### src/lsu_cfg.svh
/* load-store unit configuration */

`ifndef LSU_CFG_SVH
`define LSU_CFG_SVH

//////////////////////////////
// data bus geometry

`define LSU_ADDR_W 32  // byte address
`define LSU_DATA_W 32  // one bus word
`define LSU_BE_W   4   // one enable per byte lane

//////////////////////////////
// outstanding beat tracking

// beats granted but not yet answered by rvalid
`define LSU_MAX_OUTSTANDING 2

// counter must reach LSU_MAX_OUTSTANDING
`define LSU_CNT_W 2

`endif

### src/lsu_pkg.sv
/* load-store unit types */

`include "lsu_cfg.svh"

package lsu_pkg;

  // access size, same code as the execute stage data type
  typedef enum logic [1:0] {
    size_word = 2'b00,
    size_half = 2'b01,
    size_byte = 2'b10
  } lsu_size_e;

  // fill used above a loaded half or byte
  typedef enum logic [1:0] {
    ext_zero = 2'b00,
    ext_sign = 2'b01,
    ext_ones = 2'b10
  } lsu_ext_e;

  // request from execute stage
  typedef struct packed {
    logic                   we;          // store when set
    lsu_size_e              size;
    lsu_ext_e               ext;         // load extension only
    logic                   add_offset;  // address is op_a + op_b
    logic [`LSU_ADDR_W-1:0] op_a;
    logic [`LSU_ADDR_W-1:0] op_b;
    logic [`LSU_DATA_W-1:0] wdata;       // unrotated store data
  } lsu_req_t;

  // one beat on the data bus
  typedef struct packed {
    logic [`LSU_ADDR_W-1:0] addr;
    logic                   we;
    logic [`LSU_BE_W-1:0]   be;
    logic [`LSU_DATA_W-1:0] wdata;  // already in byte lanes
  } lsu_bus_req_t;

  // what the response side needs to know about a granted beat
  typedef struct packed {
    logic      we;
    lsu_size_e size;
    lsu_ext_e  ext;
    logic [1:0] offset;       // byte offset of the original address
    logic      split_first;   // first half of a split access, no response
  } lsu_track_t;

  // bus word, seen as lanes or as halves
  typedef union packed {
    logic [3:0][7:0]  bytes;
    logic [1:0][15:0] halves;
  } lsu_word_u;

endpackage

### src/lsu_decode.sv
/* request decode and split sequencing */

`timescale 1ns/1ps
`include "lsu_cfg.svh"

module lsu_decode (
  input  logic                  clk,
  input  logic                  rst_n,
  input  logic                  req_valid_i,
  input  lsu_pkg::lsu_req_t     req_i,
  output logic                  req_ready_o,
  output logic                  beat_valid_o,
  output lsu_pkg::lsu_bus_req_t beat_o,
  output lsu_pkg::lsu_track_t   beat_track_o,
  input  logic                  beat_ready_i
);

  logic [`LSU_ADDR_W-1:0] addr;       // effective byte address
  logic [1:0]             offset;     // byte lane of addr
  logic                   misaligned; // access crosses a word boundary
  logic                   second_q;   // second beat of a split access pending
  logic [`LSU_BE_W-1:0]   be_first;
  logic [`LSU_BE_W-1:0]   be_second;
  logic [`LSU_DATA_W-1:0] wdata_rot;

  //////////////////////////////
  // address generation

  assign addr   = req_i.add_offset ? (req_i.op_a + req_i.op_b) : req_i.op_a;
  assign offset = addr[1:0];

  always_comb begin
    case (req_i.size)
      lsu_pkg::size_word: misaligned = (offset != 2'b00);
      lsu_pkg::size_half: misaligned = (offset == 2'b11); // only the top lane spills
      default:            misaligned = 1'b0;              // bytes never split
    endcase
  end

  //////////////////////////////
  // byte enables

  // first beat: lanes from offset upward, cut at the word edge
  always_comb begin
    case (req_i.size)
      lsu_pkg::size_word: be_first = 4'b1111 << offset;  // 1111 1110 1100 1000
      lsu_pkg::size_half: be_first = 4'b0011 << offset;  // 0011 0110 1100 1000
      default:            be_first = 4'b0001 << offset;
    endcase
  end

  // second beat: the lanes that fell off the first one
  always_comb begin
    case (req_i.size)
      lsu_pkg::size_word: be_second = ~(4'b1111 << offset);  // 0001 0011 0111
      lsu_pkg::size_half: be_second = 4'b0001;
      default:            be_second = 4'b0000;  // no second beat for bytes
    endcase
  end

  //////////////////////////////
  // write data lanes

  // rotate left by offset bytes, the same lanes serve both beats
  always_comb begin
    case (offset)
      2'b00:   wdata_rot = req_i.wdata;
      2'b01:   wdata_rot = {req_i.wdata[23:0], req_i.wdata[31:24]};
      2'b10:   wdata_rot = {req_i.wdata[15:0], req_i.wdata[31:16]};
      default: wdata_rot = {req_i.wdata[7:0], req_i.wdata[31:8]};
    endcase
  end

  //////////////////////////////
  // beat out

  always_comb begin
    beat_o.addr  = second_q ? {addr[`LSU_ADDR_W-1:2] + 1'b1, 2'b00} : addr; // next word
    beat_o.we    = req_i.we;
    beat_o.be    = second_q ? be_second : be_first;
    beat_o.wdata = wdata_rot;

    beat_track_o.we          = req_i.we;
    beat_track_o.size        = req_i.size;
    beat_track_o.ext         = req_i.ext;
    beat_track_o.offset      = offset;                  // kept for both beats
    beat_track_o.split_first = misaligned & ~second_q;  // response waits for second beat
  end

  assign beat_valid_o = req_valid_i;

  // request retires with its last granted beat
  assign req_ready_o = beat_ready_i & (~misaligned | second_q);

  // flips on each grant of a split access: set after first, clear after second
  always_ff @(posedge clk or negedge rst_n) begin
    if (!rst_n) begin
      second_q <= 1'b0;
    end else if (beat_ready_i && misaligned) begin
      second_q <= ~second_q;
    end
  end

endmodule

### src/lsu_bus_ctrl.sv
/* data bus issue and beat tracking */

`timescale 1ns/1ps
`include "lsu_cfg.svh"

module lsu_bus_ctrl (
  input  logic                  clk,
  input  logic                  rst_n,
  input  logic                  beat_valid_i,
  input  lsu_pkg::lsu_bus_req_t beat_i,
  input  lsu_pkg::lsu_track_t   beat_track_i,
  output logic                  beat_ready_o,
  output logic                  data_req_o,
  input  logic                  data_gnt_i,
  output lsu_pkg::lsu_bus_req_t data_bus_o,
  input  logic                  data_rvalid_i,
  output logic                  rsp_valid_o,
  output lsu_pkg::lsu_track_t   rsp_track_o,
  output logic                  busy_o
);

  logic [`LSU_CNT_W-1:0] cnt_q;       // beats granted, rvalid still due
  logic [`LSU_CNT_W-1:0] cnt_d;
  logic                  count_up;    // grant this cycle
  logic                  count_down;  // rvalid this cycle

  // in-order record of granted beats
  lsu_pkg::lsu_track_t                      track_q [`LSU_MAX_OUTSTANDING];
  logic [$clog2(`LSU_MAX_OUTSTANDING)-1:0] wr_ptr_q;
  logic [$clog2(`LSU_MAX_OUTSTANDING)-1:0] rd_ptr_q;

  //////////////////////////////
  // issue gating

  // only registered count here, rvalid does not reach req
  assign data_req_o   = beat_valid_i && (cnt_q < `LSU_MAX_OUTSTANDING);
  assign data_bus_o   = beat_i;
  assign beat_ready_o = data_req_o && data_gnt_i;

  //////////////////////////////
  // outstanding counter

  assign count_up   = beat_ready_o;
  assign count_down = data_rvalid_i;  // bus answers only granted beats

  always_comb begin
    case ({count_up, count_down})
      2'b10:   cnt_d = cnt_q + 1'b1;
      2'b01:   cnt_d = cnt_q - 1'b1;
      default: cnt_d = cnt_q;  // idle, or one in and one out
    endcase
  end

  always_ff @(posedge clk or negedge rst_n) begin
    if (!rst_n) begin
      cnt_q <= '0;
    end else begin
      cnt_q <= cnt_d;
    end
  end

  //////////////////////////////
  // tracking queue

  // push on grant, count limit keeps it from overflowing
  always_ff @(posedge clk) begin
    if (count_up) begin
      track_q[wr_ptr_q] <= beat_track_i;
    end
  end

  always_ff @(posedge clk or negedge rst_n) begin
    if (!rst_n) begin
      wr_ptr_q <= '0;
      rd_ptr_q <= '0;
    end else begin
      if (count_up) begin
        wr_ptr_q <= wr_ptr_q + 1'b1;
      end
      if (count_down) begin
        rd_ptr_q <= rd_ptr_q + 1'b1;  // pop, responses come back in issue order
      end
    end
  end

  // head of queue belongs to the beat being answered
  assign rsp_valid_o = data_rvalid_i;
  assign rsp_track_o = track_q[rd_ptr_q];

  // anything in flight or waiting for grant
  assign busy_o = (cnt_q != '0) || data_req_o;

endmodule

### src/lsu_rdata_align.sv
/* load data alignment and extension */

`timescale 1ns/1ps
`include "lsu_cfg.svh"

module lsu_rdata_align (
  input  logic                   clk,
  input  logic                   rst_n,
  input  logic                   rsp_valid_i,
  input  lsu_pkg::lsu_track_t    rsp_track_i,
  input  lsu_pkg::lsu_word_u     data_rdata_i,
  output logic                   resp_valid_o,
  output logic [`LSU_DATA_W-1:0] resp_rdata_o
);

  lsu_pkg::lsu_word_u     rdata_q;   // previous load word, low part of a split load
  logic [`LSU_DATA_W-1:0] word_sel;
  logic [15:0]            half_sel;
  logic [7:0]             byte_sel;
  logic                   half_fill;
  logic                   byte_fill;

  // bit placed above a narrow load
  function automatic logic ext_fill(input lsu_pkg::lsu_ext_e ext, input logic msb);
    case (ext)
      lsu_pkg::ext_zero: ext_fill = 1'b0;
      lsu_pkg::ext_ones: ext_fill = 1'b1;
      default:           ext_fill = msb;  // sign
    endcase
  endfunction

  //////////////////////////////
  // previous word

  always_ff @(posedge clk or negedge rst_n) begin
    if (!rst_n) begin
      rdata_q <= '0;
    end else if (rsp_valid_i && !rsp_track_i.we) begin
      rdata_q <= data_rdata_i;  // every load beat, only split ones read it back
    end
  end

  //////////////////////////////
  // lane selection

  // words: upper bytes of the first beat, low bytes of the new one on top
  always_comb begin
    case (rsp_track_i.offset)
      2'b00:   word_sel = data_rdata_i;
      2'b01:   word_sel = {data_rdata_i.bytes[0], rdata_q.bytes[3:1]};
      2'b10:   word_sel = {data_rdata_i.halves[0], rdata_q.halves[1]};
      default: word_sel = {data_rdata_i.bytes[2:0], rdata_q.bytes[3]};
    endcase
  end

  always_comb begin
    case (rsp_track_i.offset)
      2'b00:   half_sel = data_rdata_i.halves[0];
      2'b01:   half_sel = {data_rdata_i.bytes[2], data_rdata_i.bytes[1]};
      2'b10:   half_sel = data_rdata_i.halves[1];
      default: half_sel = {data_rdata_i.bytes[0], rdata_q.bytes[3]};  // spans both words
    endcase
  end

  assign byte_sel = data_rdata_i.bytes[rsp_track_i.offset];

  //////////////////////////////
  // extension and result

  assign half_fill = ext_fill(rsp_track_i.ext, half_sel[15]);
  assign byte_fill = ext_fill(rsp_track_i.ext, byte_sel[7]);

  always_comb begin
    case (rsp_track_i.size)
      lsu_pkg::size_word: resp_rdata_o = word_sel;
      lsu_pkg::size_half: resp_rdata_o = {{16{half_fill}}, half_sel};
      default:            resp_rdata_o = {{24{byte_fill}}, byte_sel};
    endcase
  end

  // one response per request, the first half of a split stays quiet
  assign resp_valid_o = rsp_valid_i && !rsp_track_i.split_first;

endmodule

### src/lsu_top.sv
/* load-store unit top */

`timescale 1ns/1ps
`include "lsu_cfg.svh"

module lsu_top (
  input  logic                   clk,
  input  logic                   rst_n,

  // execute stage request
  input  logic                   req_valid_i,
  output logic                   req_ready_o,
  input  lsu_pkg::lsu_req_t      req_i,

  // load result / store done
  output logic                   resp_valid_o,
  output logic [`LSU_DATA_W-1:0] resp_rdata_o,

  // data bus
  output logic                   data_req_o,
  input  logic                   data_gnt_i,
  output lsu_pkg::lsu_bus_req_t  data_bus_o,
  input  logic                   data_rvalid_i,
  input  lsu_pkg::lsu_word_u     data_rdata_i,

  output logic                   busy_o
);

  logic                  beat_valid;  // decode wants a beat on the bus
  lsu_pkg::lsu_bus_req_t beat;
  lsu_pkg::lsu_track_t   beat_track;
  logic                  beat_ready;  // beat granted
  logic                  rsp_valid;   // rvalid with its queue head
  lsu_pkg::lsu_track_t   rsp_track;

  lsu_decode u_decode (
    .clk          (clk),
    .rst_n        (rst_n),
    .req_valid_i  (req_valid_i),
    .req_i        (req_i),
    .req_ready_o  (req_ready_o),
    .beat_valid_o (beat_valid),
    .beat_o       (beat),
    .beat_track_o (beat_track),
    .beat_ready_i (beat_ready)
  );

  lsu_bus_ctrl u_bus_ctrl (
    .clk           (clk),
    .rst_n         (rst_n),
    .beat_valid_i  (beat_valid),
    .beat_i        (beat),
    .beat_track_i  (beat_track),
    .beat_ready_o  (beat_ready),
    .data_req_o    (data_req_o),
    .data_gnt_i    (data_gnt_i),
    .data_bus_o    (data_bus_o),
    .data_rvalid_i (data_rvalid_i),
    .rsp_valid_o   (rsp_valid),
    .rsp_track_o   (rsp_track),
    .busy_o        (busy_o)
  );

  lsu_rdata_align u_rdata_align (
    .clk          (clk),
    .rst_n        (rst_n),
    .rsp_valid_i  (rsp_valid),
    .rsp_track_i  (rsp_track),
    .data_rdata_i (data_rdata_i),
    .resp_valid_o (resp_valid_o),
    .resp_rdata_o (resp_rdata_o)
  );

endmodule

### config.mk
export PLATFORM = sky130hd
export DESIGN_NAME = lsu_top
export DESIGN_NICKNAME = d
export VERILOG_FILES = /design/src/lsu_pkg.sv /design/src/lsu_decode.sv /design/src/lsu_bus_ctrl.sv /design/src/lsu_rdata_align.sv /design/src/lsu_top.sv
export VERILOG_INCLUDE_DIRS = /design/src
export SDC_FILE = /design/constraint.sdc
export NUM_CORES = 1
export LEC_CHECK = 0
export ABC_CLOCK_PERIOD_IN_PS = 9100
export BUFFER_PORTS_ARGS = -buffer_cell sky130_fd_sc_hd__buf_2
export CAP_MARGIN = 10
export CORE_AREA = 2 2 128 130
export DETAILED_ROUTE_END_ITERATION = 7
export DIE_AREA = 0 0 130 132
export HOLD_SLACK_MARGIN = 0.15
export PLACE_DENSITY = 0.74
export SLEW_MARGIN = 10
export SYNTH_ARGS = -nofsm -noshare
export SYNTH_HDL_FRONTEND = slang
export SYNTH_SLANG_ARGS = --single-unit
### constraint.sdc
create_clock -name clk -period 9.1 [get_ports clk]
set_clock_uncertainty 0.1 [all_clocks]
set_input_delay 0.455 -clock clk [delete_from_list [all_inputs] [get_ports clk]]
set_output_delay 0.455 -clock clk [all_outputs]
set_load 0.02 [all_outputs]
# [After elaboration in Yosys (flattened, before gate mapping)]
# Memory sizes are Yosys's and may differ from the RTL's.
# Cells that the tools add are included.
[totals] output_inout_bits=105 elab_cells=66 mem_count=1 mem_bits_rw=16 regBits=37
[memory_table] name="u_bus_ctrl.track_q" depth=2 word_bits=8 read_ports=1 rd_ports_with_merged_regs=0 wr=1 line_no="lsu_bus_ctrl.sv:28" source="lsu_pkg::lsu_track_t track_q [`LSU_MAX_OUTSTANDING];"
[op_classes] bitwise=6 n_mux=17 n_eq_ne=10 shifts=3 n_lt_le_gt_ge=2 n_reduce_logical=16 addsub=6
[ops] operator="case mux 32 bit (3 select lines)" count=2
[ops] operator="2-to-1 mux 32 bit" count=2
[ops] operator="case mux 32 bit (2 select lines)" count=1
[ops] operator="case mux 16 bit (3 select lines)" count=1
[ops] operator="adder 32 bit" count=1
[ops] operator="adder 30 x 1 -> 30 bit, second input constant" count=1
[ops] operator="binary-select mux 8 bit (select 2 bit)" count=1
[ops] operator="case mux 4 bit (2 select lines)" count=2
[ops] operator="equality test 2 x 1 -> 1 bit, second input constant" count=5
[ops] operator="equality test 2 bit, second input constant" count=5
[ops] operator="zero test 2 bit" count=5
[ops] operator="2-to-1 mux 8 bit" count=1
[ops] operator="case mux 1 bit (2 select lines)" count=3
[ops] operator="nonzero test 2 bit" count=3
[ops] operator="logical AND 1 bit" count=5
[ops] operator="2-to-1 mux 4 bit" count=1
[ops] operator="NOT 4 bit" count=1
[ops] operator="case mux 2 bit (2 select lines)" count=1
[ops] operator="left shift 1 x 2 -> 4 bit, first input constant" count=1
[ops] operator="left shift 2 x 2 -> 4 bit, first input constant" count=1
[ops] operator="left shift 4 x 2 -> 4 bit, first input constant" count=1
[ops] operator="less-than comparator 2 x 3 -> 1 bit, second input constant" count=1
[ops] operator="adder 1 bit, second input constant" count=2
[ops] operator="adder 2 x 1 -> 2 bit, second input constant" count=1
[ops] operator="other kinds (8)" count=12

# [Depth between registers and ports, before layout]
[depth] word_depth=7 ltp_mapped=14 mapped_depth_nobuf=13

# [Modules after synthesis]
# Synthesis repeated with hierarchy kept, for this count alone.
[unflattened] cells_unflattened=931 area_unflattened_um2=7786.2
[modules_own_cells] mod="lsu_decode" cells_per_inst=523 area_per_inst_um2=3900.0 n_inst=1 seq_area_each_um2=25.0
[modules_own_cells] mod="lsu_rdata_align" cells_per_inst=296 area_per_inst_um2=2591.2 n_inst=1 seq_area_each_um2=600.6
[modules_own_cells] mod="lsu_bus_ctrl" cells_per_inst=112 area_per_inst_um2=1295.0 n_inst=1 seq_area_each_um2=580.6

# [Least setup slack after synthesis]
# Ideal clock, no wire load.
[synth_timing] path_kind="input -> output" from="input req_i[32] in the netlist's numbering" to="output data_bus_o[66] in the netlist's numbering" path_stages=12 setup_slack_ps=4932 arrival_time_ps=3613 path_buffers=0 path_cell_list="ha_1 fa_1 a211oi_1 o2111ai_1 o221ai_2 o311ai_2 or3_1 or4b_4 nor4_4 nand2_2 nor3_2 xor2_1"
[synth_lines] item="from (decl)" line_no="lsu_top.sv:13" source="input lsu_pkg::lsu_req_t req_i,"
[synth_lines] item="to (decl)" line_no="lsu_top.sv:22" source="output lsu_pkg::lsu_bus_req_t data_bus_o,"

==> results_dict.tcl <==
set metrics [dict create \
    status "finished clean" \
    die_height_um 132 \
    drv_cap 0 \
    crit_type "primary input to output port" \
    ios 244 \
    critPathLaunchType "primary input" \
    portBuffers 243 \
    multiInputGateArea_mm2 0.00550 \
    grt_pass1_vias 7391 \
    finalMaxSlewViolations 0 \
    drive_gt1_share_pct 31.0 \
    synth-main-ff-cell "dfrtp_1" \
    synth_edf_count 16 \
    drc_errors 0 \
    grt_max_degree 49 \
    grt_setup_unrepaired "false" \
    tightest_slew_ps 1070 \
    start_util_pct 44.3 \
    yosysUniqueCellTypes 87 \
    fillers 1471 \
    max_freq_mhz 210 \
    dr.pass1.iters 5 \
    clk_path_buf_depth 2 \
    ys_ff_latch 45 \
    diodes 0 \
    vias_per_cell 5.94 \
    hold_viol 0 \
    cts-root-buf "clkbuf_16" \
    end_kind "output port" \
    fin_setup_tns_ps 0 \
    num_rows 46 \
    power.total_mw 1.85 \
    core_area_mm2 0.0157 \
    cts_made_buffers 5 \
    cp.required_ps 8550 \
    async_flop_share_pct 64.4 \
    drtIter0Drc 690 \
    h-tree-depth 2 \
    dieArea_mm2 0.0172 \
    dieWidth_um 130 \
    path_max_fanout 4 \
    grt_remaining_overflow 0 \
    syn2layout_area_growth_pct 21.9 \
    grt_pass1_wl_um 37500 \
    whs_ps 248 \
    synthesis.area_mm2 0.00697 \
    fin_util_pct 54.0 \
    dp_cells 1296 \
    gp_congestion 0.963 \
    grt_antenna_before_repair 0 \
    ys_warn_count 0 \
    syn_nets 1055 \
    hp-class "primary input to flop" \
    detailed_place_hpwl_um 18700 \
    path_clk_slew_ps 70 \
    powerDensity_mw_per_mm2 218 \
    syn_avg_cell_area_um2 7.90 \
    synth_cells 882 \
    finalNonFillerCells 1305 \
    timing.final.crit_share_pct 52.3 \
    slew-limit-headroom_pct 28.2 \
    drt-wirelength-per-cell_um 18.2 \
    yosysSeqAreaShare_pct 17.3 \
    grt_use_total_pct 26.9 \
    final_antenna_net_count 0 \
    peakVddDrop_uv 132 \
    crit_arrival_ps 4210 \
    cts_tree "done" \
    via_count 7746 \
    finalNetCount 1261 \
    power_leakage_nw 3.92 \
    ff_latch_area_mm2 0.00121 \
    cts.sinks 45 \
    setup_viol 0 \
    post-route-min-period_ps 4760 \
    wirelength_um 23700 \
    clock_latency_ps 300 \
]
==> synth_stat cells (16+ instances only) <==
cell type | instances | share of area, %
nand2_1 | 117 | 6.3
mux2i_1 | 99 | 14
a21oi_1 | 75 | 5.4
o21ai_0 | 66 | 4.7
nor2_1 | 54 | 2.9
mux2_2 | 35 | 5.7
nand3_1 | 34 | 2.4
clkbuf_1 | 33 | 1.8
ha_1 | 33 | 5.9
xnor2_1 | 30 | 3.8
dfrtp_1 | 29 | 10
xor2_1 | 19 | 2.4
o211ai_1 | 17 | 1.8
edfxtp_1 | 16 | 6.9
==> critical path, stage by stage <==
cell,delay [ps]
buf_2,100
ha_1,240
fa_1,490
a211oi_1,470
o21ai_0,190
a211oi_1,270
nor3b_1,140
nor4_1,430
nand3_1,260
nor2_1,300
nand2_1,170
nor4b_2,360
xnor2_1,160
buf_2,190
==> report_power, final <==
group          leakage (nW)  switching (mW)  internal, mW  total [mW]
Clock                0.0848          0.0836         0.132       0.215
Combinational          3.35           0.806         0.483        1.29
Sequential            0.485          0.0686         0.275       0.344
Total                  3.92           0.958         0.889        1.85
==> registers in the layout, summed over array words and instances, names as in the netlist <==
signal and flops:
u_rdata_align.rdata_q 24, u_bus_ctrl.track_q 16, u_bus_ctrl.cnt_q 2, u_bus_ctrl.wr_ptr_q 1, u_bus_ctrl.rd_ptr_q 1, u_decode.second_q 1
==> per-layer routing <==
metal	up-vias	part of all wire [%]	track usage [%]
met5	-	0	0
met4	0	2.9	8.54
met3	52	7.2	4.18
met2	388	48	45.4
met1	3609	42	35.0
li1	3697	-	-
==> cells by family (layout without fill, tap and decap cells) <==
| kind of cell | count (synthesis) | after routing | synth area share, % |
|---|---|---|---|
| multiplexers | 139 | 139 | 21.5 |
| adder cells (fa/ha/maj) | 34 | 34 | 6.21 |
| flip-flops | 45 | 45 | 17.3 |
| XOR/XNOR | 49 | 49 | 6.16 |
| buffers and inverters | 66 | 273 | 4.29 |
| AND/OR/NAND/NOR | 297 | 297 | 21.0 |
| AO/OA/AOI/OAI | 252 | 252 | 23.5 |
==> cell type report <==
| cell class | instances | share of cell area (%) |
|---|---|---|
| Timing Repair Buffer | 254 | 15.3 |
| Sequential cell | 45 | 14.2 |
| Multi-Input combinational cell | 771 | 64.8 |
| Clock buffer | 5 | 1.47 |
| Tap cell | 216 | 3.18 |
| Inverter | 11 | 0.486 |
| Clock inverter | 3 | 0.560 |
==> per-stage QoR <==
step           worst slack [ps]  instance area [um2]
2_1_floorplan              4930                 6970
3_3_place_gp               4490                 8310
3_5_place_dp               4410                 8310
4_1_cts                    4380                 8490
5_1_grt                    3900                 8490
6_report                   4340                 8490
==> what timing repair did <==
action | CTS | global route
hold buffers | 1 | 0
resized for setup | 0 | 0
hold endpoints to repair | 29 | 0
setup buffers | 0 | 0
==> path summary, 6_finish.rpt <==
path | from | end | slack (ps) | depth (start not counted)
setup / recovery | req_i[32] | data_bus_o[67] | 4340 | 14
hold / removal | req_i[98] | u_bus_ctrl.track_q[1][4] | 250 | 1
setup reg to reg | u_bus_ctrl.rd_ptr_q | u_rdata_align.rdata_q[17] | 6620 | 3
hold reg to reg | u_bus_ctrl.cnt_q[1] | u_bus_ctrl.cnt_q[1] | 380 | 1
max in group asynchronous | rst_n | u_rdata_align.rdata_q[27] | 7810 | 2
min in group asynchronous | rst_n | u_rdata_align.rdata_q[12] | 640 | 2
==> cell usage in the layout, fill, tap and decap left out, types with 16 or more instances in the layout <==
master | synthesis | routed
o21ai_0 | 66 | 66
mux2i_1 | 99 | 94
xnor2_1 | 30 | 30
edfxtp_1 | 16 | 16
nand3_1 | 34 | 34
xor2_1 | 19 | 19
nor2_1 | 54 | 54
o211ai_1 | 17 | 17
buf_2 | 8 | 243
mux2_2 | 35 | 35
a21oi_1 | 75 | 75
nand2_1 | 117 | 117
dfrtp_1 | 29 | 29
ha_1 | 33 | 33
(Power assumes the default switching activity.)
